[config.mk]
export PLATFORM = sky130hd
export DESIGN_NAME = ddr_mode
export DESIGN_NICKNAME = d
export VERILOG_FILES = /design/src/hw/ddr_pkg.sv /design/src/hw/ddr_fsm.sv /design/src/hw/ddr_lane_decoder.sv /design/src/hw/ddr_regf_addr_gen.sv /design/src/hw/ddr_error_tracker.sv /design/src/hw/ddr_mode.sv
export VERILOG_INCLUDE_DIRS = /design/src /design/src/hw
export SDC_FILE = /design/constraint.sdc
export NUM_CORES = 1
export LEC_CHECK = 0
export BUFFER_PORTS_ARGS = -buffer_cell sky130_fd_sc_hd__buf_2
export CAP_MARGIN = 10
export CORE_AREA = 2 2 102 104
export DETAILED_ROUTE_END_ITERATION = 12
export DIE_AREA = 0 0 104 106
export GPL_TIMING_DRIVEN = 1
export PLACE_DENSITY = 0.45
export SKIP_LAST_GASP = 1
export SLEW_MARGIN = 10
export SYNTH_ARGS = -nofsm -noshare
export SYNTH_HDL_FRONTEND = slang
export SYNTH_SLANG_ARGS = --single-unit
[constraint.sdc]
create_clock -name i_sys_clk -period 2 [get_ports i_sys_clk]
set_input_delay 0.3 -clock i_sys_clk [delete_from_list [all_inputs] [get_ports i_sys_clk]]
set_output_delay 0.3 -clock i_sys_clk [all_outputs]
set_load 0.05 [all_outputs]
[src/hw/ddr_macros.svh]
`ifndef DDR_MACROS_SVH
`define DDR_MACROS_SVH

// scl stall lengths for the closing patterns
`define DDR_STALL_W        4
`define DDR_RESTART_STALL  4'd8
`define DDR_EXIT_STALL     4'd11

// register file map
`define DDR_REGF_AW        10
`define DDR_WR_BASE        10'd1     // regular write data
`define DDR_RD_BASE        10'd10    // regular read data
`define DDR_IMM_BASE       10'd20    // immediate write data
`define DDR_FILL_ADDR      10'd1000  // parked here after the last byte

// target addressing, index 0 lands on the broadcast address
`define DDR_DEV_IDX_W      5
`define DDR_TGT_ADDR_W     7
`define DDR_ADDR_OFFSET    7'd8

`endif

[src/hw/ddr_pkg.sv]
package ddr_pkg;

  // controller states in frame order
  typedef enum logic [4:0] {
    ST_IDLE        = 5'd0,
    ST_CMD_PRE     = 5'd1,   // special command preamble
    ST_RW_BIT      = 5'd2,
    ST_SEVEN_ZEROS = 5'd3,
    ST_ADDR        = 5'd4,
    ST_PARITY      = 5'd5,   // command or data parity
    ST_WR_PRE      = 5'd6,
    ST_ACK_WAIT    = 5'd7,
    ST_BYTE1       = 5'd8,
    ST_BYTE2       = 5'd9,
    ST_FILL_ZEROS  = 5'd10,  // pads an odd final byte
    ST_DATA_PRE    = 5'd11,
    ST_ABORT       = 5'd12,
    ST_CRC_PRE1    = 5'd13,
    ST_CRC_PRE2    = 5'd14,
    ST_CRC_TOKEN   = 5'd15,
    ST_CRC_VALUE   = 5'd16,
    ST_ERROR       = 5'd17,
    ST_RESTART     = 5'd18,
    ST_EXIT        = 5'd19
  } ddr_state_e;

  // transmit engine modes
  typedef enum logic [3:0] {
    TX_SEVEN_ZEROS = 4'd0,
    TX_ADDR        = 4'd1,
    TX_SPECIAL_PRE = 4'd2,
    TX_ONE         = 4'd3,
    TX_ZERO        = 4'd4,
    TX_BYTE        = 4'd5,
    TX_PARITY      = 4'd6,
    TX_CRC_VALUE   = 4'd7,
    TX_CRC_TOKEN   = 4'd8,
    TX_RESTART     = 4'd9,
    TX_EXIT        = 4'd10
  } ddr_tx_mode_e;

  // receive engine modes
  typedef enum logic [3:0] {
    RX_PREAMBLE = 4'd0,
    RX_BYTE     = 4'd3,
    RX_TOKEN    = 4'd4,
    RX_PARITY   = 4'd5,
    RX_CRC      = 4'd6,
    RX_ERROR    = 4'd7
  } ddr_rx_mode_e;

  // error codes reported to the register file
  typedef enum logic [3:0] {
    ERR_SUCCESS     = 4'd0,
    ERR_CRC         = 4'd1,
    ERR_PARITY      = 4'd2,
    ERR_FRAME       = 4'd3,
    ERR_NACK        = 4'd5,
    ERR_SHORT_READ  = 4'd7,
    ERR_BUS_ABORTED = 4'd9
  } ddr_err_e;

endpackage

[src/hw/ddr_fsm.sv]
`timescale 1ns/1ps

module ddr_fsm
  import ddr_pkg::*;
(
  input  logic       i_sys_clk,
  input  logic       i_sys_rst,
  input  logic       i_engine_en,        // kicks off one transfer
  input  logic       i_tx_mode_done,
  input  logic       i_rx_mode_done,
  input  logic       i_rx_pre,           // sampled preamble or ack bit
  input  logic       i_rx_error,         // parity, token or crc check failed
  input  logic       i_frmcnt_last,      // current byte is the final one
  input  logic       i_regf_wr_rd_bit,   // high for read
  input  logic       i_regf_short_read,  // short read counts as an error
  input  logic       i_regf_toc,         // high for exit, low for restart
  output ddr_state_e o_state,
  output logic       o_ack_armed,
  output logic       o_data_parity
);

  ddr_state_e next_state;
  ddr_state_e term_state;  // closing pattern picked by toc
  logic       mode_done;   // whichever engine owns the state finished
  logic       rd;

  assign mode_done  = i_tx_mode_done | i_rx_mode_done;
  assign term_state = i_regf_toc ? ST_EXIT : ST_RESTART;
  assign rd         = i_regf_wr_rd_bit;

  always_comb
  begin
    next_state = o_state;  // hold until the mode reports done
    case (o_state)
      ST_IDLE:
        if (i_engine_en)
          next_state = ST_CMD_PRE;
      ST_CMD_PRE:
        if (i_tx_mode_done)
          next_state = ST_RW_BIT;
      ST_RW_BIT:
        if (i_tx_mode_done)
          next_state = ST_SEVEN_ZEROS;
      ST_SEVEN_ZEROS:
        if (i_tx_mode_done)
          next_state = ST_ADDR;
      ST_ADDR:
        if (i_tx_mode_done)
          next_state = ST_PARITY;
      ST_PARITY:
        if (mode_done)
        begin
          if (!o_data_parity)
            next_state = rd ? ST_DATA_PRE : ST_WR_PRE;  // end of command word
          else if (rd)
            next_state = i_rx_error ? ST_ERROR : ST_DATA_PRE;
          else
            next_state = i_frmcnt_last ? ST_CRC_PRE1 : ST_DATA_PRE;
        end
      ST_WR_PRE:
        if (i_tx_mode_done)
          next_state = ST_ACK_WAIT;
      ST_ACK_WAIT:
        if (i_rx_mode_done)
          next_state = i_rx_pre ? ST_ERROR : ST_BYTE1;  // high bit is a nack
      ST_BYTE1:
        if (mode_done)
          next_state = i_frmcnt_last ? ST_FILL_ZEROS : ST_BYTE2;
      ST_BYTE2, ST_FILL_ZEROS:
        if (mode_done)
          next_state = ST_PARITY;
      ST_DATA_PRE:
        if (mode_done)
        begin
          if (!rd || i_rx_pre)
            next_state = ST_ABORT;  // more data announced
          else if (!i_frmcnt_last && i_regf_short_read)
            next_state = ST_ERROR;  // target ended early
          else
            next_state = ST_CRC_PRE2;
        end
      ST_ABORT:
        if (mode_done)
        begin
          if (rd)
            next_state = i_frmcnt_last ? ST_ERROR : ST_BYTE1;  // controller stops overrun
          else
            next_state = i_rx_pre ? ST_BYTE1 : ST_ERROR;
        end
      ST_CRC_PRE1:
        if (mode_done)
          next_state = ST_CRC_PRE2;
      ST_CRC_PRE2:
        if (mode_done)
          next_state = (rd && !i_rx_pre) ? ST_ERROR : ST_CRC_TOKEN;
      ST_CRC_TOKEN:
        if (mode_done)
          next_state = (rd && i_rx_error) ? ST_ERROR : ST_CRC_VALUE;
      ST_CRC_VALUE:
        if (mode_done)
          next_state = (rd && i_rx_error) ? ST_ERROR : term_state;
      ST_ERROR:
        if (i_rx_mode_done)
          next_state = term_state;
      ST_RESTART, ST_EXIT:
        if (i_tx_mode_done)
          next_state = ST_IDLE;
      default:
        next_state = ST_IDLE;
    endcase
  end

  always_ff @(posedge i_sys_clk or negedge i_sys_rst)
  begin
    if (!i_sys_rst)
    begin
      o_state       <= ST_IDLE;
      o_ack_armed   <= 1'b0;
      o_data_parity <= 1'b0;
    end
    else
    begin
      o_state     <= next_state;
      // one idle cycle in ack wait before the receiver listens
      o_ack_armed <= (o_state == ST_ACK_WAIT) && (next_state == ST_ACK_WAIT);
      if (o_state == ST_ADDR)
        o_data_parity <= 1'b0;  // next parity closes the command word
      else if ((o_state == ST_BYTE2) || (o_state == ST_FILL_ZEROS))
        o_data_parity <= 1'b1;
    end
  end

  a_state_legal: assert property (@(posedge i_sys_clk) disable iff (!i_sys_rst)
    o_state <= ST_EXIT);

endmodule

[src/hw/ddr_lane_decoder.sv]
`timescale 1ns/1ps
`include "ddr_macros.svh"

module ddr_lane_decoder
  import ddr_pkg::*;
(
  input  logic                       i_sys_clk,  // sampling clock for the check below
  input  ddr_state_e                 i_state,
  input  logic                       i_ack_armed,
  input  logic                       i_data_parity,
  input  logic                       i_regf_wr_rd_bit,
  input  logic                       i_frmcnt_last,
  input  logic                       i_rx_pre,
  input  logic                       i_rx_mode_done,
  input  logic                       i_tx_mode_done,
  input  logic [`DDR_DEV_IDX_W-1:0]  i_regf_dev_index,
  output logic                       o_tx_en,
  output ddr_tx_mode_e               o_tx_mode,
  output logic [`DDR_TGT_ADDR_W-1:0] o_tx_special_data,
  output logic                       o_rx_en,
  output ddr_rx_mode_e               o_rx_mode,
  output logic                       o_frmcnt_en,
  output logic                       o_bitcnt_en,
  output logic                       o_bitcnt_rst,
  output logic [`DDR_STALL_W-1:0]    o_sclstall_no_of_cycles,
  output logic                       o_engine_done
);

  logic rd;

  assign rd = i_regf_wr_rd_bit;
  // broadcast address for index 0, direct targets follow it
  assign o_tx_special_data = {{(`DDR_TGT_ADDR_W-`DDR_DEV_IDX_W){1'b0}}, i_regf_dev_index}
                             + `DDR_ADDR_OFFSET;

  always_comb
  begin
    o_tx_en                 = 1'b0;
    o_tx_mode               = TX_SEVEN_ZEROS;
    o_rx_en                 = 1'b0;
    o_rx_mode               = RX_PREAMBLE;
    o_frmcnt_en             = 1'b1;
    o_bitcnt_en             = 1'b1;
    o_bitcnt_rst            = 1'b0;
    o_sclstall_no_of_cycles = '0;
    o_engine_done           = 1'b0;
    case (i_state)
      ST_IDLE:
      begin
        o_frmcnt_en = 1'b0;
        o_bitcnt_en = 1'b0;
      end
      ST_CMD_PRE, ST_RW_BIT, ST_SEVEN_ZEROS:
      begin
        o_tx_en     = 1'b1;
        o_frmcnt_en = 1'b0;  // frames count from the address on
        if (i_state == ST_CMD_PRE)
          o_tx_mode = TX_SPECIAL_PRE;
        else if (i_state == ST_RW_BIT)
          o_tx_mode = rd ? TX_ONE : TX_ZERO;
      end
      ST_ADDR:
      begin
        o_tx_en   = 1'b1;
        o_tx_mode = TX_ADDR;
      end
      ST_PARITY:
      begin
        o_tx_en   = !(rd && i_data_parity);  // read data parity comes from the target
        o_rx_en   = rd && i_data_parity;
        o_tx_mode = TX_PARITY;
        o_rx_mode = RX_PARITY;
      end
      ST_WR_PRE:
      begin
        o_tx_en   = 1'b1;
        o_tx_mode = TX_ONE;
      end
      ST_ACK_WAIT:
      begin
        o_rx_en   = i_ack_armed;
        // ack seen, get the first byte moving right away
        o_tx_en   = i_ack_armed && i_rx_mode_done && !i_rx_pre;
        o_tx_mode = TX_BYTE;
      end
      ST_BYTE1, ST_BYTE2, ST_FILL_ZEROS:
      begin
        o_tx_en   = !rd;
        o_rx_en   = rd;
        o_tx_mode = TX_BYTE;  // filler is a byte of zeros
        o_rx_mode = RX_BYTE;
      end
      ST_DATA_PRE, ST_CRC_PRE2:
      begin
        o_tx_en   = !rd;
        o_rx_en   = rd;
        o_tx_mode = TX_ONE;
      end
      ST_ABORT:
      begin
        o_tx_en   = rd;   // controller owns the abort bit on reads
        o_rx_en   = !rd;
        o_tx_mode = i_frmcnt_last ? TX_ZERO : TX_ONE;
      end
      ST_CRC_PRE1:
      begin
        o_tx_en   = 1'b1;
        o_tx_mode = TX_ZERO;
      end
      ST_CRC_TOKEN, ST_CRC_VALUE:
      begin
        o_tx_en   = !rd;
        o_rx_en   = rd;
        o_tx_mode = (i_state == ST_CRC_TOKEN) ? TX_CRC_TOKEN : TX_CRC_VALUE;
        o_rx_mode = (i_state == ST_CRC_TOKEN) ? RX_TOKEN : RX_CRC;
      end
      ST_ERROR:
      begin
        o_rx_en      = 1'b1;
        o_rx_mode    = RX_ERROR;
        o_bitcnt_rst = 1'b1;
      end
      ST_RESTART, ST_EXIT:
      begin
        o_tx_en       = 1'b1;
        o_tx_mode     = (i_state == ST_EXIT) ? TX_EXIT : TX_RESTART;
        o_sclstall_no_of_cycles = (i_state == ST_EXIT) ? `DDR_EXIT_STALL : `DDR_RESTART_STALL;
        o_engine_done = i_tx_mode_done;
      end
      default: ;
    endcase
  end

  // done only while closing, and the controller is idle right after
  a_done_closes: assert property (@(posedge i_sys_clk)
    o_engine_done |-> (i_state inside {ST_RESTART, ST_EXIT}) ##1 (i_state == ST_IDLE));

endmodule

[src/hw/ddr_regf_addr_gen.sv]
`timescale 1ns/1ps
`include "ddr_macros.svh"

module ddr_regf_addr_gen
  import ddr_pkg::*;
(
  input  logic                    i_sys_clk,
  input  logic                    i_sys_rst,
  input  ddr_state_e              i_state,
  input  logic                    i_tx_mode_done,
  input  logic                    i_rx_mode_done,
  input  logic                    i_rx_pre,
  input  logic                    i_frmcnt_last,
  input  logic                    i_regf_wr_rd_bit,
  input  logic                    i_regf_cmd_attr,   // high for immediate transfer
  output logic [`DDR_REGF_AW-1:0] o_regf_addr,
  output logic                    o_regf_rd_en,
  output logic                    o_regf_wr_en
);

  logic                    in_byte;
  logic                    byte_done;
  logic                    ld_wr;       // ack accepted on a write
  logic                    ld_rd;       // command parity sent on a read
  logic [`DDR_REGF_AW-1:0] start_addr;

  assign in_byte    = (i_state == ST_BYTE1) || (i_state == ST_BYTE2);
  assign byte_done  = in_byte && (i_tx_mode_done || i_rx_mode_done);
  assign ld_wr      = (i_state == ST_ACK_WAIT) && i_rx_mode_done && !i_rx_pre;
  assign ld_rd      = (i_state == ST_PARITY) && i_tx_mode_done && i_regf_wr_rd_bit;
  assign start_addr = i_regf_wr_rd_bit ? `DDR_RD_BASE :
                      (i_regf_cmd_attr ? `DDR_IMM_BASE : `DDR_WR_BASE);

  assign o_regf_rd_en = in_byte && !i_regf_wr_rd_bit;  // fetch bytes to send
  assign o_regf_wr_en = in_byte && i_regf_wr_rd_bit;   // store bytes received

  always_ff @(posedge i_sys_clk or negedge i_sys_rst)
  begin
    if (!i_sys_rst)
      o_regf_addr <= '0;
    else if (ld_wr || ld_rd)
      o_regf_addr <= start_addr;
    else if (byte_done)
      o_regf_addr <= i_frmcnt_last ? `DDR_FILL_ADDR : o_regf_addr + 1'b1;
  end

  a_addr_step: assert property (@(posedge i_sys_clk) disable iff (!i_sys_rst)
    $changed(o_regf_addr) |-> (o_regf_addr == $past(o_regf_addr) + 1'b1) ||
      (o_regf_addr inside {`DDR_WR_BASE, `DDR_RD_BASE, `DDR_IMM_BASE, `DDR_FILL_ADDR}));

endmodule

[src/hw/ddr_error_tracker.sv]
`timescale 1ns/1ps

module ddr_error_tracker
  import ddr_pkg::*;
(
  input  logic       i_sys_clk,
  input  logic       i_sys_rst,
  input  logic       i_engine_en,
  input  ddr_state_e i_state,
  input  logic       i_rx_mode_done,
  input  logic       i_rx_pre,
  input  logic       i_rx_error,
  input  logic       i_frmcnt_last,
  input  logic       i_regf_wr_rd_bit,
  input  logic       i_regf_short_read,
  output ddr_err_e   o_regf_error_type,
  output logic       o_regf_abort
);

  ddr_err_e det_err;    // failure seen this cycle
  logic     det_abort;
  logic     rd;

  assign rd = i_regf_wr_rd_bit;

  always_comb
  begin
    det_err   = ERR_SUCCESS;
    det_abort = 1'b0;
    if (i_rx_mode_done)
    begin
      case (i_state)
        ST_ACK_WAIT:
          if (i_rx_pre)
            det_err = ERR_NACK;
        ST_PARITY:
          if (i_rx_error)
            det_err = ERR_PARITY;
        ST_DATA_PRE:
          if (rd && i_rx_pre && i_frmcnt_last)
            det_err = ERR_BUS_ABORTED;  // target overruns, controller aborts
          else if (rd && !i_rx_pre && !i_frmcnt_last && i_regf_short_read)
            det_err = ERR_SHORT_READ;
        ST_ABORT:
          if (!rd && !i_rx_pre)
          begin
            det_err   = ERR_BUS_ABORTED;  // target stops the write
            det_abort = 1'b1;
          end
        ST_CRC_PRE2:
          if (!i_rx_pre)
            det_err = ERR_FRAME;
        ST_CRC_TOKEN:
          if (i_rx_error)
            det_err = ERR_FRAME;
        ST_CRC_VALUE:
          if (i_rx_error)
            det_err = ERR_CRC;
        default: ;
      endcase
    end
  end

  always_ff @(posedge i_sys_clk or negedge i_sys_rst)
  begin
    if (!i_sys_rst)
    begin
      o_regf_error_type <= ERR_SUCCESS;
      o_regf_abort      <= 1'b0;
    end
    else if (i_engine_en)
    begin
      o_regf_error_type <= ERR_SUCCESS;
      o_regf_abort      <= 1'b0;
    end
    else if ((o_regf_error_type == ERR_SUCCESS) && (det_err != ERR_SUCCESS))
    begin
      o_regf_error_type <= det_err;  // first failure wins
      o_regf_abort      <= det_abort;
    end
  end

  a_err_hold: assert property (@(posedge i_sys_clk) disable iff (!i_sys_rst)
    (!$past(i_rx_mode_done) && !$past(i_engine_en)) |-> $stable(o_regf_error_type));

endmodule

[src/hw/ddr_mode.sv]
`timescale 1ns/1ps
`include "ddr_macros.svh"

module ddr_mode
  import ddr_pkg::*;
(
  input  logic                       i_sys_clk,
  input  logic                       i_sys_rst,
  input  logic                       i_engine_en,
  input  logic                       i_frmcnt_last,
  input  logic                       i_tx_mode_done,
  input  logic                       i_rx_mode_done,
  input  logic                       i_rx_pre,
  input  logic                       i_rx_error,
  input  logic                       i_regf_toc,         // low restart, high exit
  input  logic [`DDR_DEV_IDX_W-1:0]  i_regf_dev_index,   // zero means broadcast
  input  logic                       i_regf_short_read,
  input  logic                       i_regf_wr_rd_bit,   // high for read
  input  logic                       i_regf_cmd_attr,    // high for immediate
  output logic                       o_tx_en,
  output ddr_tx_mode_e               o_tx_mode,
  output logic                       o_rx_en,
  output ddr_rx_mode_e               o_rx_mode,
  output logic                       o_frmcnt_en,
  output logic                       o_bitcnt_en,
  output logic                       o_bitcnt_rst,
  output logic                       o_regf_wr_en,
  output logic                       o_regf_rd_en,
  output logic [`DDR_REGF_AW-1:0]    o_regf_addr,
  output logic [`DDR_STALL_W-1:0]    o_sclstall_no_of_cycles,
  output logic                       o_engine_done,
  output logic [`DDR_TGT_ADDR_W-1:0] o_tx_special_data,
  output logic                       o_regf_abort,
  output ddr_err_e                   o_regf_error_type
);

  ddr_state_e state;
  logic       ack_armed;
  logic       data_parity;

  ddr_fsm fsm_i (
    .i_sys_clk         (i_sys_clk),
    .i_sys_rst         (i_sys_rst),
    .i_engine_en       (i_engine_en),
    .i_tx_mode_done    (i_tx_mode_done),
    .i_rx_mode_done    (i_rx_mode_done),
    .i_rx_pre          (i_rx_pre),
    .i_rx_error        (i_rx_error),
    .i_frmcnt_last     (i_frmcnt_last),
    .i_regf_wr_rd_bit  (i_regf_wr_rd_bit),
    .i_regf_short_read (i_regf_short_read),
    .i_regf_toc        (i_regf_toc),
    .o_state           (state),
    .o_ack_armed       (ack_armed),
    .o_data_parity     (data_parity)
  );

  ddr_lane_decoder lane_dec_i (
    .i_sys_clk               (i_sys_clk),
    .i_state                 (state),
    .i_ack_armed             (ack_armed),
    .i_data_parity           (data_parity),
    .i_regf_wr_rd_bit        (i_regf_wr_rd_bit),
    .i_frmcnt_last           (i_frmcnt_last),
    .i_rx_pre                (i_rx_pre),
    .i_rx_mode_done          (i_rx_mode_done),
    .i_tx_mode_done          (i_tx_mode_done),
    .i_regf_dev_index        (i_regf_dev_index),
    .o_tx_en                 (o_tx_en),
    .o_tx_mode               (o_tx_mode),
    .o_tx_special_data       (o_tx_special_data),
    .o_rx_en                 (o_rx_en),
    .o_rx_mode               (o_rx_mode),
    .o_frmcnt_en             (o_frmcnt_en),
    .o_bitcnt_en             (o_bitcnt_en),
    .o_bitcnt_rst            (o_bitcnt_rst),
    .o_sclstall_no_of_cycles (o_sclstall_no_of_cycles),
    .o_engine_done           (o_engine_done)
  );

  ddr_regf_addr_gen addr_gen_i (
    .i_sys_clk        (i_sys_clk),
    .i_sys_rst        (i_sys_rst),
    .i_state          (state),
    .i_tx_mode_done   (i_tx_mode_done),
    .i_rx_mode_done   (i_rx_mode_done),
    .i_rx_pre         (i_rx_pre),
    .i_frmcnt_last    (i_frmcnt_last),
    .i_regf_wr_rd_bit (i_regf_wr_rd_bit),
    .i_regf_cmd_attr  (i_regf_cmd_attr),
    .o_regf_addr      (o_regf_addr),
    .o_regf_rd_en     (o_regf_rd_en),
    .o_regf_wr_en     (o_regf_wr_en)
  );

  ddr_error_tracker err_trk_i (
    .i_sys_clk         (i_sys_clk),
    .i_sys_rst         (i_sys_rst),
    .i_engine_en       (i_engine_en),
    .i_state           (state),
    .i_rx_mode_done    (i_rx_mode_done),
    .i_rx_pre          (i_rx_pre),
    .i_rx_error        (i_rx_error),
    .i_frmcnt_last     (i_frmcnt_last),
    .i_regf_wr_rd_bit  (i_regf_wr_rd_bit),
    .i_regf_short_read (i_regf_short_read),
    .o_regf_error_type (o_regf_error_type),
    .o_regf_abort      (o_regf_abort)
  );

endmodule

== Yosys cells after proc, flatten, opt, wreduce, memory -nomap -nowiden ==
Cells that the tools add are included.
Storage, ports and cells
  flip-flop bits (word level): 22
  output and inout bits: 42
  logic and storage cells: 150
Operators by class
  add/sub/neg operators: 2
  eq/ne operators: 20
  muxes and demuxes: 76
  bitwise logic cells: 1
  reductions and logical operators: 45
Operators by type and width (number)
  $mux 5: 30
  $pmux 5 s18: 1
  $eq 5x4->1 const B: 8
  $mux 10: 4
  $mux 4: 10
  $pmux 4 s9: 1
  $pmux 4 s7: 1
  $eq 5x3->1 const B: 5
  $eq 5x5->1 const B: 4
  $logic_and 1x1->1: 20
  $pmux 4 s4: 1
  $mux 3: 5
  $mux 1: 14
  $mux 2: 7
  $add 10x1->10 const B: 1
  $eq 5x2->1 const B: 2
  $pmux 1 s5: 2
  $reduce_or 3->1: 3
  $reduce_or 4->1: 2
  $reduce_or 8->1: 1
  $reduce_or 7->1: 1
  $add 5x4->6 const B: 1
  $reduce_bool 2->1: 3
  $reduce_or 2->1: 3
  other kinds (7): 14

== Depth between registers and ports, before layout ==
  depth in word-level cells: 12
  gate-level depth with buffers: 8

== Modules after synthesis ==
A second synthesis with hierarchy kept.
Unflattened totals
  cell total of the unflattened synthesis: 376
  area, all modules: 2725.1 um2
By module, submodules not included
  ddr_fsm: instances 1, cells each 149, area an instance 1012.2 um2, seq. area each 175.2 um2
  ddr_regf_addr_gen: instances 1, cells each 81, area an instance 665.6 um2, seq. area each 250.2 um2
  ddr_lane_decoder: instances 1, cells each 98, area an instance 601.8 um2, seq. area each 0.0 um2
  ddr_error_tracker: instances 1, cells each 48, area an instance 445.4 um2, seq. area each 125.1 um2

== Worst setup path before layout ==
OpenSTA, ideal clock, no wires.
  path type: flip-flop to output port
  from: register fsm_i.o_state[1]
  to: output port o_rx_en
  arrival time: 2.582 ns
  setup slack: -0.882 ns
  stages on the path, launching flop included: 8
  path through: dfrtp_1 buf_6 buf_4 buf_4 buf_2 nor3_1 a21oi_1 nand2_1
Between the ends
  longest elaborated chain between the ends: 3
  elaborated cells between the ends (all ways): 13
RTL lines
  start, declared: line ddr_fsm.sv:17  | output ddr_state_e o_state,
  start signal, assigned: line ddr_fsm.sv:123  | o_state <= next_state;
  $eq 5x4->1 or $eq 5x5->1 (tied branches): line ddr_lane_decoder.sv:47  | case (i_state)
  $reduce_or 7->1 (no source line)
  $pmux 1 s5 (*): line ddr_lane_decoder.sv:47
  end, declared: line ddr_mode.sv:22  | output logic o_rx_en,
Mark *: on every way between the ends. The rest lies on a longest branch, timed or not.

== Final worst setup path ==
  from: register fsm_i.o_state[3]
  to: output port o_tx_mode[0]
Between the ends
  longest elaborated chain between the ends: 4
  elaborated cells between the ends (all ways): 28
RTL lines
  $eq 5x2->1: line ddr_lane_decoder.sv:47, ddr_lane_decoder.sv:59
  $mux 4: line ddr_lane_decoder.sv:59  | else if (i_state == ST_RW_BIT)
  $mux 4: line ddr_lane_decoder.sv:57  | if (i_state == ST_CMD_PRE)
  $pmux 4 s9 (*): line ddr_lane_decoder.sv:47
  end, declared: line ddr_mode.sv:21  | output ddr_tx_mode_e o_tx_mode,
Marked as above.

==> impl_metrics.py <==
metrics = {
    "status": {
        "violations": "setup timing",
        "run_status": "complete, but fails checks",
    },
    "cells_and_area": {
        "fillers": 1045,
        "layout.nets": 459,
        "syn_to_final_growth_pct": 54.42,
        "drive_gt1_share_pct": 45.10,
        "diodes": 0,
        "multi_input_area_sq_mm": 0.001843,
        "ff_latch_area_sq_um": 556.8,
        "fin_area_sq_mm": 0.003756,
    },
    "power_and_ir_drop": {
        "p_clk_share_pct": 7.2,
        "p_per_area_mw_per_mm2": 1642,
        "total_power_w": 0.006167,
        "p_int_w": 0.002860,
        "ir_worst_vdd_mv": 0.7469,
        "p_sw_share_pct": 53.62,
        "p_leak_nw": 1.602,
        "combPwrFrac_pct": 78.4,
        "p_sw_w": 0.003307,
        "p_seq_share_pct": 14.4,
    },
    "setup_path": {
        "crit_path_end_kind": "primary output",
        "cp.arrival_ns": 1.84,
        "slowest_delay_ns": 0.46,
        "cp.required_ns": 1.70,
        "cp_num_buf_inv": 3,
        "crit_slowest_cell": "dfrtp_2",
        "crit_top_cell": "buf_6",
        "critPathMaxFanout": 6,
        "start_kind": "flip-flop",
        "cp_top_family": "compound AO/OA/AOI/OAI gates",
        "criticalPathCategory": "reg2out",
        "worstPathCellList": "buf_6 -> clkinvlp_4 -> a21oi_2 -> o22ai_1 -> a31oi_1 -> o221ai_2 -> buf_6",
    },
    "min_path": {
        "hold_class": "in2async",
    },
    "cts": {
        "cts_hold_buf": 0,
        "tritoncts": "built",
        "cts_root_buffer": "clkbuf_8",
        "numCtsBuffers": 3,
        "cts_buffer_depth": 2,
        "clock_latency_ns": 0.28,
        "cts.sinks": 22,
        "cts.clk_slew.worst_paths_ns": 0.10,
        "htreeDepth": 1,
    },
    "synthesis": {
        "ys_seq_elements": 22,
        "synth_edf_count": 0,
        "synthFlopType": "dfrtp_1",
        "syn_area_per_cell_sq_um": 7.282,
        "syn_inst": 334,
        "synth.top_cell.area_share_pct": 22.63,
        "async_reset_ff_share_pct": 100.0,
        "synthDominantAreaCellType": "dfrtp_1",
        "synth_common_cells": "nor2_1, a21oi_1, nand2_1, dfrtp_1, nand3_1",
        "synth.cell_area_sq_mm": 0.002432,
        "yosys_warnings": 0,
        "synth_cell_types": 65,
        "synthTopCellsByArea": "dfrtp_1, nor2_1, a21oi_1, nand2_1, buf_4",
        "synth.most_common_cell": "nor2_1",
        "ys_seq_area_share_pct": 22.63,
    },
    "grt": {
        "grt_pass1_wl_um": 15720,
        "antenna_found_initial": 0,
        "grt_overflow": 0,
        "grt_max_degree": 23,
        "track_usage_pct": 17.79,
        "grt_pass1_vias": 2842,
    },
    "sta": {
        "setup_ws_ns": -0.1356,
        "rsz0062_at_grt": "true",
        "setup_viol": 6,
        "worst_clock_skew_ns": 0.004164,
        "slew_violations": 0,
        "layout_min_cycle_time_ns": 2.136,
        "worst_pin_slew_ns": 0.5843,
        "hold_viol_final": 0,
        "max_freq_ghz": 0.4682,
        "fin_crit_sh_pct": 106.8,
        "slew-limit-headroom_pct": 61.05,
    },
    "floorplan": {
        "ios": 59,
        "start_util_pct": 24.32,
        "die_x_um": 104,
        "core_area_sq_mm": 0.01000,
        "die_h_um": 106,
        "num_rows": 37,
        "die_area_sq_mm": 0.01102,
    },
    "job": {
        "cap_violations": 0,
    },
    "placement": {
        "place_hpwl_um": 7110,
        "io_buffers": 49,
        "place_congestion": 0.8945,
        "place_area_sq_mm": 0.003153,
    },
    "drt": {
        "post_drt_wl_per_cell_um": 17.08,
        "vias": 3014,
        "drt_iter0_drc": 245,
        "via_per_inst": 5.242,
        "drt_pass1_iterations": 6,
        "ant_nets": 0,
        "drc": 0,
        "routed_wl_um": 9823,
    },
}
cell families (layout without fill, tap and decap cells):
family	count (synthesis)	after routing	share of synthesized area [%]
AOI/OAI and AO/OA	104	104	29.94
xor gates and xnor gates	3	3	1.080
DFF	22	22	22.63
buffers and inverters	45	148	10.80
adders and majority gates	2	2	1.029
other	1	3	0.1542
and+or+nand+nor	155	155	33.54
muxes	2	2	0.8231
flip-flops by register name, indices dropped and copies added, names as in the netlist:
signal and flops:
err_trk_i.o_regf_error_type 4, addr_gen_i.o_regf_addr 10, fsm_i.o_data_parity 1, fsm_i.o_ack_armed 1, err_trk_i.o_regf_abort 1, fsm_i.o_state 5
repair_timing:
action / in CTS / in global routing
setup endpoints to repair: 16 / 18
buffers inserted: 13 / 10
cloned: 2 / 0
pin swaps: 13 / 11
gates resized for setup: 61 / 33
cell type report:
cell class | count | share of cell area [%]
clock buffer | 3 | 1.099
clock inverter | 1 | 0.7995
inverter | 10 | 1.399
multi-input combinational | 269 | 49.07
sequential | 22 | 14.82
tap | 136 | 4.530
timing repair buffer | 134 | 28.28
path summary, 6_finish.rpt:
path,slack (ns),depth (start not counted),from,end
max,-0.14,7,fsm_i.o_state[3]$_DFF_PN0_,o_tx_mode[0]
min in group i_sys_clk,0.26,2,i_rx_mode_done,fsm_i.o_ack_armed$_DFF_PN0_
min,0.01,1,i_sys_rst,fsm_i.o_data_parity$_DFFE_PN0P_
max reg2reg,0.06,7,fsm_i.o_state[1]$_DFF_PN0_,fsm_i.o_state[3]$_DFF_PN0_
min reg2reg,0.52,2,err_trk_i.o_regf_error_type[1]$_DFFE_PN0P_,err_trk_i.o_regf_error_type[1]$_DFFE_PN0P_
max in group asynchronous,1.57,1,i_sys_rst,fsm_i.o_state[1]$_DFF_PN0_
through the flow:
stage	std cells	TNS, ns	utilization (%)	hold slack (ns)	setup slack, ns
global placement	546	-0.1884	31.53	0.3396	-0.08127
finish	575	-0.4928	37.56	0.01269	-0.1356
global route	575	-1.063	37.56	0.04382	-0.1866
CTS	565	-0.5281	35.56	0.02664	-0.1019
detailed placement	546	-0.1438	31.53	0.3388	-0.07413
floorplan	336	-0.7341	-	0.004409	-0.2063
power by group through the flow:
stage               sequential, W  clock, W  combinational [W]
detailed placement       0.000842         0            0.00386
finish                   0.000885  0.000445            0.00484
CTS                      0.000871  0.000455            0.00448
global route             0.000927  0.000470            0.00509
floorplan                 0.00110         0            0.00247
global placement         0.000833         0            0.00388
placed cells by master, fill, tap and decap left out, types with 5 or more instances in the layout:
master and count:
buf_4 77, nor2_1 35, buf_2 34, a21oi_1 25, nand2_1 20, dfrtp_1 17, nand3_1 14, buf_6 13
o21ai_0 10, nor3_1 10, nand2b_1 9, a31oi_1 9, nor2_4 6, inv_1 6, and3_1 6, nand3b_1 6
nor2b_1 5, nand2_2 5, o211ai_1 5, o21ai_1 5, dfrtp_2 5
per-layer routing:
metal / part of all wire, % / up-vias / track usage, %
met5: 0 / - / 0
met4: 2.6 / 0 / 4.923
met3: 5.8 / 23 / 1.778
li1: - / 1435 / -
met1: 46 / 1398 / 25.54
met2: 46 / 158 / 28.38
No activity file was read; power rests on OpenSTA's default activity.
